--- src/tlb_pkg.sv ---
// Shared definitions for the two-channel address translation buffer
//  - default table size and address widths
//  - fixed page offset width
//  - configuration opcode and handshake state encodings

package tlb_pkg;

  // Default number of mapping entries
  localparam int unsigned TLB_NUM_ENTRIES = 8;

  // Default address widths
  localparam int unsigned TLB_VADDR_W = 32;
  localparam int unsigned TLB_PADDR_W = 34;

  // 4 KiB pages, fixed for the whole design
  localparam int unsigned TLB_PAGE_W = 12;

  // Configuration port opcodes
  typedef enum logic [1:0] {
    CFG_NOP   = 2'b00,
    CFG_WRITE = 2'b01,
    CFG_INVAL = 2'b10,
    CFG_FLUSH = 2'b11
  } cfg_op_e;

  // Handshake state shared by the lookup channels and the merge
  typedef enum logic [1:0] {
    // Waiting for a request
    HS_IDLE  = 2'b00,
    // Table result in use
    HS_CHECK = 2'b01,
    // Waiting for downstream
    HS_BUSY  = 2'b10,
    // Ack raised, waiting for req to drop
    HS_DONE  = 2'b11
  } hs_state_e;

endpackage

--- src/tlb_entry_table.sv ---
// Fully associative page mapping table
//  - valid, vpn and ppn per entry
//  - four-phase configuration port with NOP, WRITE, INVAL and FLUSH
//  - two parallel combinational lookups, lowest matching index wins

`timescale 1ns/100ps

module tlb_entry_table #(
  parameter int unsigned NUM_ENTRIES = tlb_pkg::TLB_NUM_ENTRIES,
  parameter int unsigned VADDR_W     = tlb_pkg::TLB_VADDR_W,
  parameter int unsigned PADDR_W     = tlb_pkg::TLB_PADDR_W
) (
  input  logic                                  clk_i,
  input  logic                                  rst_n_i,
  input  logic                                  cfg_req_i,
  input  tlb_pkg::cfg_op_e                      cfg_op_i,
  input  logic [$clog2(NUM_ENTRIES)-1:0]        cfg_idx_i,
  input  logic [VADDR_W-tlb_pkg::TLB_PAGE_W-1:0] cfg_vpn_i,
  input  logic [PADDR_W-tlb_pkg::TLB_PAGE_W-1:0] cfg_ppn_i,
  output logic                                  cfg_ack_o,
  input  logic [VADDR_W-tlb_pkg::TLB_PAGE_W-1:0] wr_vpn_i,
  output logic                                  wr_hit_o,
  output logic [PADDR_W-tlb_pkg::TLB_PAGE_W-1:0] wr_ppn_o,
  input  logic [VADDR_W-tlb_pkg::TLB_PAGE_W-1:0] rd_vpn_i,
  output logic                                  rd_hit_o,
  output logic [PADDR_W-tlb_pkg::TLB_PAGE_W-1:0] rd_ppn_o
);

  import tlb_pkg::*;

  localparam int unsigned VPN_W = VADDR_W - TLB_PAGE_W;
  localparam int unsigned PPN_W = PADDR_W - TLB_PAGE_W;

  logic [NUM_ENTRIES-1:0] valid_q;
  logic [VPN_W-1:0]       vpn_q [NUM_ENTRIES];
  logic [PPN_W-1:0]       ppn_q [NUM_ENTRIES];
  logic                   cfg_ack_q;
  logic                   cfg_start;

  // A new command is taken only while the previous ack is low
  assign cfg_start = cfg_req_i & ~cfg_ack_q;
  assign cfg_ack_o = cfg_ack_q;

  always_ff @(posedge clk_i) begin
    if (!rst_n_i) begin
      valid_q   <= '0;
      cfg_ack_q <= 1'b0;
    end else begin
      if (cfg_start) begin
        cfg_ack_q <= 1'b1;
        case (cfg_op_i)
          CFG_WRITE: valid_q[cfg_idx_i] <= 1'b1;
          CFG_INVAL: valid_q[cfg_idx_i] <= 1'b0;
          CFG_FLUSH: valid_q <= '0;
          default: ;
        endcase
      end else if (!cfg_req_i) begin
        cfg_ack_q <= 1'b0;
      end
    end
  end

  // Mapping payload
  always_ff @(posedge clk_i) begin
    if (cfg_start && cfg_op_i == CFG_WRITE) begin
      vpn_q[cfg_idx_i] <= cfg_vpn_i;
      ppn_q[cfg_idx_i] <= cfg_ppn_i;
    end
  end

  // Scan from the top so the lowest matching index is kept last
  always_comb begin
    wr_hit_o = 1'b0;
    wr_ppn_o = '0;
    rd_hit_o = 1'b0;
    rd_ppn_o = '0;
    for (int i = int'(NUM_ENTRIES) - 1; i >= 0; i--) begin
      if (valid_q[i] && vpn_q[i] == wr_vpn_i) begin
        wr_hit_o = 1'b1;
        wr_ppn_o = ppn_q[i];
      end
      if (valid_q[i] && vpn_q[i] == rd_vpn_i) begin
        rd_hit_o = 1'b1;
        rd_ppn_o = ppn_q[i];
      end
    end
  end

endmodule

--- src/tlb_lookup_chan.sv ---
// One requester channel of the translation buffer
//  - registers the virtual address on a four-phase request
//  - checks the table, answers misses with an error
//  - forwards hits to the merge and acks once downstream is done

`timescale 1ns/100ps

module tlb_lookup_chan #(
  parameter int unsigned VADDR_W = tlb_pkg::TLB_VADDR_W,
  parameter int unsigned PADDR_W = tlb_pkg::TLB_PADDR_W
) (
  input  logic                                   clk_i,
  input  logic                                   rst_n_i,
  // Requester side
  input  logic                                   req_i,
  input  logic [VADDR_W-1:0]                     vaddr_i,
  output logic                                   ack_o,
  output logic                                   err_o,
  // Table lookup
  output logic [VADDR_W-tlb_pkg::TLB_PAGE_W-1:0] tbl_vpn_o,
  input  logic                                   tbl_hit_i,
  input  logic [PADDR_W-tlb_pkg::TLB_PAGE_W-1:0] tbl_ppn_i,
  // Towards the merge
  output logic                                   xl_req_o,
  output logic [PADDR_W-1:0]                     xl_paddr_o,
  input  logic                                   xl_ack_i
);

  import tlb_pkg::*;

  hs_state_e            state_q;
  logic                 ack_q;
  logic                 err_q;
  logic                 xl_req_q;
  logic [VADDR_W-1:0]   vaddr_q;
  logic [PADDR_W-1:0]   paddr_q;

  // Table sees the registered page number while in HS_CHECK
  assign tbl_vpn_o  = vaddr_q[VADDR_W-1:TLB_PAGE_W];
  assign ack_o      = ack_q;
  assign err_o      = err_q;
  assign xl_req_o   = xl_req_q;
  assign xl_paddr_o = paddr_q;

  always_ff @(posedge clk_i) begin
    if (!rst_n_i) begin
      state_q  <= HS_IDLE;
      ack_q    <= 1'b0;
      err_q    <= 1'b0;
      xl_req_q <= 1'b0;
    end else begin
      case (state_q)
        HS_IDLE: begin
          if (req_i) begin
            state_q <= HS_CHECK;
          end
        end
        HS_CHECK: begin
          if (tbl_hit_i) begin
            xl_req_q <= 1'b1;
            state_q  <= HS_BUSY;
          end else begin
            // Miss is answered here, nothing goes downstream
            ack_q   <= 1'b1;
            err_q   <= 1'b1;
            state_q <= HS_DONE;
          end
        end
        HS_BUSY: begin
          if (xl_ack_i) begin
            xl_req_q <= 1'b0;
            ack_q    <= 1'b1;
            err_q    <= 1'b0;
            state_q  <= HS_DONE;
          end
        end
        HS_DONE: begin
          if (!req_i) begin
            ack_q   <= 1'b0;
            state_q <= HS_IDLE;
          end
        end
        default: state_q <= HS_IDLE;
      endcase
    end
  end

  // Address payload
  always_ff @(posedge clk_i) begin
    if (state_q == HS_IDLE && req_i) begin
      vaddr_q <= vaddr_i;
    end
    if (state_q == HS_CHECK && tbl_hit_i) begin
      paddr_q <= {tbl_ppn_i, vaddr_q[TLB_PAGE_W-1:0]};
    end
  end

endmodule

--- src/tlb_xlat_merge.sv ---
// Merge of translated hits from both channels
//  - round-robin pick between write and read requests
//  - one downstream transaction at a time over four-phase req/ack
//  - write flag follows the granted source

`timescale 1ns/100ps

module tlb_xlat_merge #(
  parameter int unsigned PADDR_W = tlb_pkg::TLB_PADDR_W
) (
  input  logic               clk_i,
  input  logic               rst_n_i,
  // Write channel
  input  logic               wr_req_i,
  input  logic [PADDR_W-1:0] wr_paddr_i,
  output logic               wr_ack_o,
  // Read channel
  input  logic               rd_req_i,
  input  logic [PADDR_W-1:0] rd_paddr_i,
  output logic               rd_ack_o,
  // Downstream memory port
  output logic               mst_req_o,
  output logic [PADDR_W-1:0] mst_paddr_o,
  output logic               mst_we_o,
  input  logic               mst_ack_i
);

  import tlb_pkg::*;

  hs_state_e          state_q;
  logic               rr_rd_q;
  logic               grant_rd_q;
  logic               mst_req_q;
  logic               xl_ack_q;
  logic [PADDR_W-1:0] mst_paddr_q;
  logic               sel_rd;
  logic               granted_req;

  // Contested requests go to the side the pointer favours
  assign sel_rd      = (wr_req_i && rd_req_i) ? rr_rd_q : rd_req_i;
  assign granted_req = grant_rd_q ? rd_req_i : wr_req_i;

  assign mst_req_o   = mst_req_q;
  assign mst_paddr_o = mst_paddr_q;
  assign mst_we_o    = ~grant_rd_q;
  assign wr_ack_o    = xl_ack_q & ~grant_rd_q;
  assign rd_ack_o    = xl_ack_q & grant_rd_q;

  always_ff @(posedge clk_i) begin
    if (!rst_n_i) begin
      state_q    <= HS_IDLE;
      rr_rd_q    <= 1'b0;
      grant_rd_q <= 1'b0;
      mst_req_q  <= 1'b0;
      xl_ack_q   <= 1'b0;
    end else begin
      case (state_q)
        HS_IDLE: begin
          // Previous downstream ack must be gone first
          if ((wr_req_i || rd_req_i) && !mst_ack_i) begin
            grant_rd_q <= sel_rd;
            rr_rd_q    <= ~sel_rd;
            mst_req_q  <= 1'b1;
            state_q    <= HS_BUSY;
          end
        end
        HS_BUSY: begin
          if (mst_ack_i) begin
            mst_req_q <= 1'b0;
            xl_ack_q  <= 1'b1;
            state_q   <= HS_DONE;
          end
        end
        HS_DONE: begin
          if (!granted_req) begin
            xl_ack_q <= 1'b0;
            state_q  <= HS_IDLE;
          end
        end
        default: state_q <= HS_IDLE;
      endcase
    end
  end

  // Downstream address held for the whole request
  always_ff @(posedge clk_i) begin
    if (state_q == HS_IDLE && (wr_req_i || rd_req_i) && !mst_ack_i) begin
      mst_paddr_q <= sel_rd ? rd_paddr_i : wr_paddr_i;
    end
  end

endmodule

--- src/tlb_xlat_top.sv ---
// Top level of the two-channel address translation buffer
//  - shared mapping table with its configuration port
//  - write and read lookup channels
//  - merge onto the single downstream memory port

`timescale 1ns/100ps

module tlb_xlat_top #(
  parameter int unsigned NUM_ENTRIES = tlb_pkg::TLB_NUM_ENTRIES,
  parameter int unsigned VADDR_W     = tlb_pkg::TLB_VADDR_W,
  parameter int unsigned PADDR_W     = tlb_pkg::TLB_PADDR_W
) (
  input  logic                                   clk_i,
  input  logic                                   rst_n_i,
  // Configuration port
  input  logic                                   cfg_req_i,
  input  tlb_pkg::cfg_op_e                       cfg_op_i,
  input  logic [$clog2(NUM_ENTRIES)-1:0]         cfg_idx_i,
  input  logic [VADDR_W-tlb_pkg::TLB_PAGE_W-1:0] cfg_vpn_i,
  input  logic [PADDR_W-tlb_pkg::TLB_PAGE_W-1:0] cfg_ppn_i,
  output logic                                   cfg_ack_o,
  // Write address channel
  input  logic                                   wr_req_i,
  input  logic [VADDR_W-1:0]                     wr_vaddr_i,
  output logic                                   wr_ack_o,
  output logic                                   wr_err_o,
  // Read address channel
  input  logic                                   rd_req_i,
  input  logic [VADDR_W-1:0]                     rd_vaddr_i,
  output logic                                   rd_ack_o,
  output logic                                   rd_err_o,
  // Downstream memory port
  output logic                                   mst_req_o,
  output logic [PADDR_W-1:0]                     mst_paddr_o,
  output logic                                   mst_we_o,
  input  logic                                   mst_ack_i
);

  import tlb_pkg::*;

  localparam int unsigned VPN_W = VADDR_W - TLB_PAGE_W;
  localparam int unsigned PPN_W = PADDR_W - TLB_PAGE_W;

  logic [VPN_W-1:0]   wr_vpn, rd_vpn;
  logic               wr_hit, rd_hit;
  logic [PPN_W-1:0]   wr_ppn, rd_ppn;
  logic               wr_xl_req, rd_xl_req;
  logic               wr_xl_ack, rd_xl_ack;
  logic [PADDR_W-1:0] wr_xl_paddr, rd_xl_paddr;

  tlb_entry_table #(
    .NUM_ENTRIES ( NUM_ENTRIES ),
    .VADDR_W     ( VADDR_W     ),
    .PADDR_W     ( PADDR_W     )
  ) u_table (
    .clk_i     ( clk_i     ),
    .rst_n_i   ( rst_n_i   ),
    .cfg_req_i ( cfg_req_i ),
    .cfg_op_i  ( cfg_op_i  ),
    .cfg_idx_i ( cfg_idx_i ),
    .cfg_vpn_i ( cfg_vpn_i ),
    .cfg_ppn_i ( cfg_ppn_i ),
    .cfg_ack_o ( cfg_ack_o ),
    .wr_vpn_i  ( wr_vpn    ),
    .wr_hit_o  ( wr_hit    ),
    .wr_ppn_o  ( wr_ppn    ),
    .rd_vpn_i  ( rd_vpn    ),
    .rd_hit_o  ( rd_hit    ),
    .rd_ppn_o  ( rd_ppn    )
  );

  tlb_lookup_chan #(
    .VADDR_W ( VADDR_W ),
    .PADDR_W ( PADDR_W )
  ) u_wr_chan (
    .clk_i      ( clk_i       ),
    .rst_n_i    ( rst_n_i     ),
    .req_i      ( wr_req_i    ),
    .vaddr_i    ( wr_vaddr_i  ),
    .ack_o      ( wr_ack_o    ),
    .err_o      ( wr_err_o    ),
    .tbl_vpn_o  ( wr_vpn      ),
    .tbl_hit_i  ( wr_hit      ),
    .tbl_ppn_i  ( wr_ppn      ),
    .xl_req_o   ( wr_xl_req   ),
    .xl_paddr_o ( wr_xl_paddr ),
    .xl_ack_i   ( wr_xl_ack   )
  );

  tlb_lookup_chan #(
    .VADDR_W ( VADDR_W ),
    .PADDR_W ( PADDR_W )
  ) u_rd_chan (
    .clk_i      ( clk_i       ),
    .rst_n_i    ( rst_n_i     ),
    .req_i      ( rd_req_i    ),
    .vaddr_i    ( rd_vaddr_i  ),
    .ack_o      ( rd_ack_o    ),
    .err_o      ( rd_err_o    ),
    .tbl_vpn_o  ( rd_vpn      ),
    .tbl_hit_i  ( rd_hit      ),
    .tbl_ppn_i  ( rd_ppn      ),
    .xl_req_o   ( rd_xl_req   ),
    .xl_paddr_o ( rd_xl_paddr ),
    .xl_ack_i   ( rd_xl_ack   )
  );

  tlb_xlat_merge #(
    .PADDR_W ( PADDR_W )
  ) u_merge (
    .clk_i       ( clk_i       ),
    .rst_n_i     ( rst_n_i     ),
    .wr_req_i    ( wr_xl_req   ),
    .wr_paddr_i  ( wr_xl_paddr ),
    .wr_ack_o    ( wr_xl_ack   ),
    .rd_req_i    ( rd_xl_req   ),
    .rd_paddr_i  ( rd_xl_paddr ),
    .rd_ack_o    ( rd_xl_ack   ),
    .mst_req_o   ( mst_req_o   ),
    .mst_paddr_o ( mst_paddr_o ),
    .mst_we_o    ( mst_we_o    ),
    .mst_ack_i   ( mst_ack_i   )
  );

endmodule

--- config.mk ---
export PLATFORM = sky130hd
export DESIGN_NAME = tlb_xlat_top
export DESIGN_NICKNAME = d
export VERILOG_FILES = /design/src/tlb_pkg.sv /design/src/tlb_entry_table.sv /design/src/tlb_lookup_chan.sv /design/src/tlb_xlat_merge.sv /design/src/tlb_xlat_top.sv
export SDC_FILE = /design/constraint.sdc
export NUM_CORES = 1
export LEC_CHECK = 0
export BUFFER_PORTS_ARGS = -buffer_cell sky130_fd_sc_hd__buf_2
export CORE_MARGIN = 5
export CORE_UTILIZATION = 66
export CTS_CLUSTER_DIAMETER = 100
export DETAILED_ROUTE_END_ITERATION = 16
export PLACE_DENSITY = 0.86
export SYNTH_ARGS = -nofsm -noshare
export SYNTH_HDL_FRONTEND = slang
export SYNTH_SLANG_ARGS = --single-unit
export TNS_END_PERCENT = 10
--- constraint.sdc ---
create_clock -name clk_i -period 15.5 [get_ports clk_i]
set_clock_uncertainty 0.15 [all_clocks]
set_input_delay 3.1 -clock clk_i [delete_from_list [all_inputs] [get_ports clk_i]]
set_output_delay 3.1 -clock clk_i [all_outputs]
set_load 0.01 [all_outputs]
==> results.py, run 1 <==
metrics = {
    "setup_path": {
        "timing_worst_setup_path_type": "reg -> reg",
        "critical_path.startpoint_type": "register",
        "critPathMostFrequentCell": "sky130_fd_sc_hd__nand2_1",
        "cp.depth": 7,
        "max_stage_delay_ns": 1.16,
        "wp_data_required_ns": 15.74,
        "path_max_fanout": 23,
        "critPathArrivalTime_ns": 5.15,
        "rr_endpoint": "u_rd_chan.xl_paddr_o[28]",
        "worst_path_dominant_cell_family": "simple AND/OR/NAND/NOR gates",
        "crit-reg2reg-launch": "u_rd_chan.vaddr_q[19]",
        "slowest_stage": "sky130_fd_sc_hd__nand2_1",
        "crit_chain": "xnor2_1 > nand4_1 > nor4_2 > nand2_1 > nand2_1 > o2111ai_1 > o32ai_1",
        "cp_num_buf_inv": 0,
        "r2r_cells": 7,
        "setup.worst_path.end_class": "register",
        "rrSetupSlack_ns": 10.59,
    },
    "synthesis": {
        "synth_cell_types": 69,
        "synth-edff-count": 502,
        "synth.yosys.seq_area_share_pct": 62.4,
        "syn-cell-area_um2": 25000,
        "yosys_most_used_dff": "sky130_fd_sc_hd__edfxtp_1",
        "syn-instance-count": 1863,
        "largest_area_contributor_in_the_netlist": "sky130_fd_sc_hd__edfxtp_1",
        "top_area_cells_in_the_synthesized_netlist": "sky130_fd_sc_hd__edfxtp_1 60%, sky130_fd_sc_hd__xnor2_1 9.2%, sky130_fd_sc_hd__nand4_1 2.6%, sky130_fd_sc_hd__xor2_1 2.1%, sky130_fd_sc_hd__dfxtp_1 2.0%",
        "synthMostInstantiatedCell": "sky130_fd_sc_hd__edfxtp_1",
        "yosysWarnings": 0,
        "syn_area_per_cell_um2": 13.4,
        "ys_seq_elements": 527,
        "synthTopCellsByCount": "502 x sky130_fd_sc_hd__edfxtp_1, 262 x sky130_fd_sc_hd__xnor2_1, 104 x sky130_fd_sc_hd__nand4_1, 80 x sky130_fd_sc_hd__inv_1, 79 x sky130_fd_sc_hd__nor2_1",
        "mappedNetlistNets": 1988,
        "asyncSetResetFlopFracSynth_pct": 0,
        "post-synth-top-area-fraction_pct": 60.4,
    },
    "clocking": {
        "tritoncts": "done",
        "post-cts-setup-buffers": 0,
        "cts-root-to-sink-buffers": 3,
        "count_of_hold_buffers_inserted_by_post_cts_repair": 0,
        "cts_buffers": 53,
        "ctsResizeCount": 0,
        "clk_root_buffer_cell": "sky130_fd_sc_hd__clkbuf_16",
        "htree_num_levels": 2,
        "cts.reportedPaths.clkPinSlew_ns": 0.07,
        "worstSkewPairLatency_ns": 0.61,
        "cts.sink_count": 527,
    },
    "floorplan": {
        "floorplan.die.height_um": 205,
        "num_io_pins": 158,
        "row_count": 71,
        "core_um2": 37500,
        "die_width_um": 205,
        "floorplan.die_area_um2": 41800,
        "start_util_pct": 66.6,
    },
    "timing": {
        "count_of_final_max_slew_check_failures": 0,
        "timing.final.crit_period_ns": 4.91,
        "achievable-frequency_ghz": 0.204,
        "totalNegativeSetupSlack_ns": 0,
        "worst_slack_ns": 10.59,
        "unrepaired_setup_endpoints_after_global_routing": "no",
        "fin_hold_ws_ns": 0.269,
        "setup_viol": 0,
        "fin_crit_sh_pct": 31.7,
        "slew-limit-headroom_pct": 8.73,
        "hold_violations": 0,
        "worst_slew_pin_slew_ns": 1.36,
    },
    "worst_hold_path": {
        "hold_class": "reg -> reg",
        "worstHoldEndpoint": "u_rd_chan.xl_paddr_o[4]",
        "hold_path_startpoint": "u_rd_chan.vaddr_q[4]",
        "worst_hold_path.num_cells": 0,
    },
    "power_and_ir_drop": {
        "report.power.total_w": 0.00357,
        "cellPowerDensity_nw_per_um2": 128,
        "leakage_power_nw": 9.26,
        "worst_ir_drop_on_vdd_mv": 0.118,
    },
    "routing": {
        "vias": 17700,
        "dr.first_iter.drc_count": 2495,
        "route.antenna.remaining_nets": 0,
        "detail_route.wl_per_cell_um": 31.1,
        "detail_route.vias_per_cell": 6.96,
        "wl_mm": 79.3,
        "drt_pass1_iterations": 8,
        "drt_drc_violations_left": 0,
    },
    "finish": {
        "final_layout_size_suffix_gt1_share_pct": 18.8,
        "area_overhead_vs_synth_pct": 11.7,
        "num-nets-final": 2119,
        "antenna_cells": 0,
    },
    "placement": {
        "portBuffers": 157,
        "dpl.hpwl_mm": 52.4,
        "gpl.final_weighted_congestion": 1.10,
        "placement.setup.worst_slack_ns": 10.28,
    },
    "grt": {
        "maximum_number_of_pins_on_one_net_before_global_route_repair": 46,
        "grt.overflow.total": 0,
        "grt_pass1_vias": 18200,
        "grt_pass1_wl_mm": 114,
        "grt_usage_pct": 37.7,
        "number_of_antenna_violations_at_the_first_check_in_global_routing": 0,
    },
    "flow_run": {
        "max_cap_violations": 0,
    },
    "run_status": {
        "run_status": "finished, final reports clean",
    },
}
==> power breakdown <==
group          switching [W]  total, W  internal, W
registers           0.000128   0.00178      0.00165
clock network       0.000549   0.00130     0.000751
logic               0.000309  0.000490     0.000181
==> layout make-up <==
cell class | instances | area (µm²)
Clock buffer | 64 | 1380
Clock inverter | 34 | 368
Fill cell | 2371 | 9590
Inverter | 80 | 300
Multi-Input combinational cell | 1145 | 8630
Sequential cell | 527 | 15600
Tap cell | 511 | 639
Timing Repair Buffer | 187 | 1010
==> cell usage in the layout, fill, tap and decap left out, types with 7 or more instances in the layout <==
master,n
sky130_fd_sc_hd__clkinv_2,11
sky130_fd_sc_hd__a21oi_1,53
sky130_fd_sc_hd__o21ai_0,34
sky130_fd_sc_hd__and3_1,26
sky130_fd_sc_hd__clkinv_1,9
sky130_fd_sc_hd__o32ai_1,20
sky130_fd_sc_hd__a221o_1,21
sky130_fd_sc_hd__mux2_2,35
sky130_fd_sc_hd__nand2_1,22
sky130_fd_sc_hd__o211ai_2,21
sky130_fd_sc_hd__nor3b_1,8
sky130_fd_sc_hd__or4_1,14
sky130_fd_sc_hd__o2111ai_1,21
sky130_fd_sc_hd__nand4_1,104
sky130_fd_sc_hd__or2_2,30
sky130_fd_sc_hd__inv_1,80
sky130_fd_sc_hd__xnor2_1,262
sky130_fd_sc_hd__o21a_1,51
sky130_fd_sc_hd__nor2_1,73
sky130_fd_sc_hd__clkbuf_1,10
sky130_fd_sc_hd__o221ai_1,23
sky130_fd_sc_hd__edfxtp_1,502
sky130_fd_sc_hd__bufinv_16,7
sky130_fd_sc_hd__a221oi_1,23
sky130_fd_sc_hd__a31oi_1,29
sky130_fd_sc_hd__nor2_4,7
sky130_fd_sc_hd__xor2_1,61
sky130_fd_sc_hd__nor4_1,40
sky130_fd_sc_hd__dfxtp_1,25
sky130_fd_sc_hd__buf_4,30
sky130_fd_sc_hd__or3_1,23
sky130_fd_sc_hd__buf_2,157
sky130_fd_sc_hd__nand3_1,43
sky130_fd_sc_hd__ha_1,8
sky130_fd_sc_hd__clkbuf_16,53
==> sequential cells by signal (all words and copies together) (netlist names), 2 cells and up <==
signal	cells
u_merge.mst_paddr_o	34
u_merge.state_q	2
u_rd_chan.state_q	2
u_rd_chan.vaddr_q	32
u_rd_chan.xl_paddr_o	34
u_table.ppn_q	176
u_table.valid_q	8
u_table.vpn_q	160
u_wr_chan.state_q	2
u_wr_chan.vaddr_q	32
u_wr_chan.xl_paddr_o	34
==> per-stage QoR <==
step / utilization [%] / instance area (µm²) / instances
floorplan: - / 25000 / 1863
global placement: 69.8 / 26200 / 2450
detailed placement: 69.8 / 26200 / 2450
CTS: 74.4 / 27900 / 2548
global route: 74.4 / 27900 / 2548
finish: 74.4 / 27900 / 2548
==> logic make-up (layout without fill, tap and decap cells) <==
| family | Yosys count | count (layout) | share of synthesized area, % |
|---|---|---|---|
| flip-flops | 527 | 527 | 62.4 |
| AO/OA/AOI/OAI | 326 | 326 | 9.93 |
| XOR/XNOR | 328 | 328 | 11.7 |
| adder cells (fa/ha/maj) | 8 | 8 | 0.401 |
| multiplexers | 41 | 41 | 1.82 |
| buffers and inverters | 191 | 365 | 3.61 |
| AND/OR/NAND/NOR | 442 | 442 | 10.2 |
==> how the worst max path moves through the flow <==
stage	from	to	slack [ns]
CTS	u_rd_chan.vaddr_q[18]	u_rd_chan.xl_paddr_o[28]	10.89
global placement	cfg_op_i[0]	u_table.ppn_q[0][4]	10.33
detailed placement	cfg_op_i[0]	u_table.ppn_q[0][3]	10.28
global route	u_rd_chan.vaddr_q[18]	u_rd_chan.xl_paddr_o[28]	10.51
floorplan	mst_ack_i	u_merge.rr_rd_q	5.70
finish	u_rd_chan.vaddr_q[19]	u_rd_chan.xl_paddr_o[28]	10.59
==> layer usage <==
| metal | GRT usage (%) | share of wire (%) |
|---|---|---|
| met4 | 26.8 | 8.6 |
| met2 | 62.1 | 48 |
| met5 | 0 | 0 |
| met1 | 46.0 | 34 |
| met3 | 5.68 | 9.7 |
==> worst register-to-register path, stage by stage (launching register included) <==
cell and delay [ns]:
sky130_fd_sc_hd__edfxtp_1 0.86, sky130_fd_sc_hd__xnor2_1 0.23, sky130_fd_sc_hd__nand4_1 0.17, sky130_fd_sc_hd__nor4_2 0.60
sky130_fd_sc_hd__nand2_1 0.79, sky130_fd_sc_hd__nand2_1 1.16, sky130_fd_sc_hd__o2111ai_1 0.30, sky130_fd_sc_hd__o32ai_1 0.43
Power figures use the tool's default switching activity.
==> inputs of run 2 (changes only) <==
Settings changed: CORE_UTILIZATION 66 to 55, PLACE_DENSITY 0.86 to 0.76.
Clock period 15.5 ns to 4.07 ns, I/O delays scaled along.
==> results.py, run 2 (synthesized netlist as in run 1, its figures left out) <==
metrics = {
    "run_status": {
        "run_status": "finished, final reports clean",
    },
    "worst_hold_path": {
        "hold_class": "in -> reg",
    },
    "clocking": {
        "post-cts-setup-buffers": 0,
        "cts_buffers": 55,
        "htree_num_levels": 2,
        "clk_root_buffer_cell": "sky130_fd_sc_hd__clkbuf_16",
        "cts.sink_count": 527,
        "count_of_hold_buffers_inserted_by_post_cts_repair": 0,
        "worstSkewPairLatency_ns": 0.64,
        "ctsResizeCount": 0,
        "tritoncts": "done",
        "cts.reportedPaths.clkPinSlew_ns": 0.07,
        "cts-root-to-sink-buffers": 3,
    },
    "finish": {
        "num-nets-final": 2161,
        "layout.cells.most_common": "sky130_fd_sc_hd__edfxtp_1",
        "area_overhead_vs_synth_pct": 14.4,
        "most-common-layout-cells": "502 x sky130_fd_sc_hd__edfxtp_1, 262 x sky130_fd_sc_hd__xnor2_1, 157 x sky130_fd_sc_hd__buf_2",
        "largest_register": "u_table.ppn_q",
        "layout.core_utilization_pct": 63.2,
        "top_regs": "u_table.ppn_q x176, u_table.vpn_q x160",
        "flip_flop_count_of_the_largest_register_after_layout": 176,
        "final_layout_size_suffix_gt1_share_pct": 20.6,
    },
    "timing": {
        "unrepaired_setup_endpoints_after_global_routing": "no",
        "totalNegativeSetupSlack_ns": 0,
        "timing.final.crit_period_ns": 3.66,
        "worst_slew_pin_slew_ns": 1.24,
        "fin_crit_sh_pct": 89.9,
        "setup_viol": 0,
        "hold_violations": 0,
        "slew-limit-headroom_pct": 16.9,
        "achievable-frequency_ghz": 0.273,
        "count_of_final_max_slew_check_failures": 0,
        "fin_hold_ws_ns": 0.193,
    },
    "routing": {
        "vias": 17600,
        "drt_drc_violations_left": 0,
        "route.antenna.remaining_nets": 0,
        "detail_route.vias_per_cell": 6.54,
        "wl_mm": 83.2,
        "dr.first_iter.drc_count": 2236,
        "drt_pass1_iterations": 8,
        "detail_route.wl_per_cell_um": 31.0,
    },
    "grt": {
        "maximum_number_of_pins_on_one_net_before_global_route_repair": 45,
        "grt_pass1_wl_mm": 119,
        "grt_pass1_vias": 17900,
        "grt_usage_pct": 32.7,
        "number_of_antenna_violations_at_the_first_check_in_global_routing": 2,
        "grt.overflow.total": 0,
    },
    "setup_path": {
        "worstSetupStartpoint": "u_wr_chan.vaddr_q[18]",
        "critPathArrivalTime_ns": 3.90,
        "critical_path.startpoint_type": "register",
        "wp_data_required_ns": 4.31,
        "rrSetupSlack_ns": 0.41,
        "setup.worst_path.end_class": "register",
        "crit-reg2reg-launch": "u_wr_chan.vaddr_q[18]",
        "path_max_fanout": 15,
        "rr_endpoint": "u_wr_chan.xl_paddr_o[31]",
        "r2r_cells": 8,
        "crit_path_end": "u_wr_chan.xl_paddr_o[31]",
        "timing_worst_setup_path_type": "reg -> reg",
    },
    "floorplan": {
        "num_io_pins": 158,
        "core_um2": 45200,
        "die_width_um": 223,
        "row_count": 78,
        "floorplan.die_area_um2": 49800,
        "start_util_pct": 55.3,
        "floorplan.die.height_um": 223,
    },
    "placement": {
        "gpl.final_weighted_congestion": 1.04,
        "dpl.hpwl_mm": 57.1,
        "portBuffers": 157,
    },
    "power_and_ir_drop": {
        "leakage_power_nw": 9.55,
        "p_sw_share_pct": 27.5,
        "net-switching-power_w": 0.00380,
        "p_seq_share_pct": 48.1,
        "cellPowerDensity_nw_per_um2": 483,
        "p_clk_share_pct": 37.3,
        "cellInternalPower_w": 0.0100,
        "comb_power_share_pct": 14.7,
        "worst_ir_drop_on_vdd_mv": 0.411,
    },
    "flow_run": {
        "max_cap_violations": 0,
    },
}
run 2: power groups by stage:
| stage | Combinational [W] | Clock (W) | Sequential (W) |
|---|---|---|---|
| after floorplan | 0.00135 | 0 | 0.00652 |
| after global placement | 0.00199 | 0 | 0.00673 |
| after detailed placement | 0.00200 | 0 | 0.00674 |
| after CTS | 0.00201 | 0.00520 | 0.00663 |
| after global routing | 0.00213 | 0.00542 | 0.00666 |
| final | 0.00202 | 0.00514 | 0.00664 |
run 2: layout make-up:
type	instances	area, µm²
multi-input cells	1145	8650
flip-flops and latches	527	15600
fillers	3299	16600
clock inverters	25	294
inverters	80	300
clock buffers	79	1570
diodes	1	2.50
repair buffers	227	1440
well taps	600	751
run 2: worst min path at each step:
stage                                    to  cells past startpoint            startpoint  slack, ns
floorplan           u_rd_chan.xl_paddr_o[0]                      0  u_rd_chan.vaddr_q[0]       0.25
global placement    u_wr_chan.xl_paddr_o[0]                      0  u_wr_chan.vaddr_q[0]       0.25
detailed placement  u_rd_chan.xl_paddr_o[5]                      0  u_rd_chan.vaddr_q[5]       0.25
CTS                    u_wr_chan.vaddr_q[5]                      1         wr_vaddr_i[5]       0.17
global route           u_rd_chan.vaddr_q[9]                      1         rd_vaddr_i[9]       0.18
finish                 u_wr_chan.vaddr_q[6]                      1         wr_vaddr_i[6]       0.19
run 2: metrics by stage:
| step | std cells | worst slack, ns | power [W] | cell area (µm²) |
|---|---|---|---|---|
| 3_5_place_dp | 2579 | 0.465 | 0.00874 | 26700 |
| 6_report | 2684 | 0.413 | 0.0138 | 28600 |
| 3_3_place_gp | 2579 | 0.561 | 0.00872 | 26700 |
| 5_1_grt | 2684 | 0.344 | 0.0142 | 28600 |
| 4_1_cts | 2683 | 0.473 | 0.0138 | 28600 |
| 2_1_floorplan | 1863 | -0.918 | 0.00786 | 25000 |
run 2: critical path, stage by stage, from the launching register on:
cell and delay, ns:
sky130_fd_sc_hd__edfxtp_1 0.64, sky130_fd_sc_hd__xnor2_1 0.64, sky130_fd_sc_hd__nand4_1 0.18, sky130_fd_sc_hd__nor4_1 0.32, sky130_fd_sc_hd__and4_1 0.55, sky130_fd_sc_hd__buf_4 0.32
sky130_fd_sc_hd__nor2b_1 0.22, sky130_fd_sc_hd__o21ai_0 0.11, sky130_fd_sc_hd__a32o_1 0.27
run 2: metal layers:
metal	vias to the layer above	track usage [%]	routed length, µm
met5	-	0	12
met4	2	22.9	7010
met3	323	5.08	6650
met2	1174	55.5	40800
met1	8569	38.1	28700
li1	7487	-	-
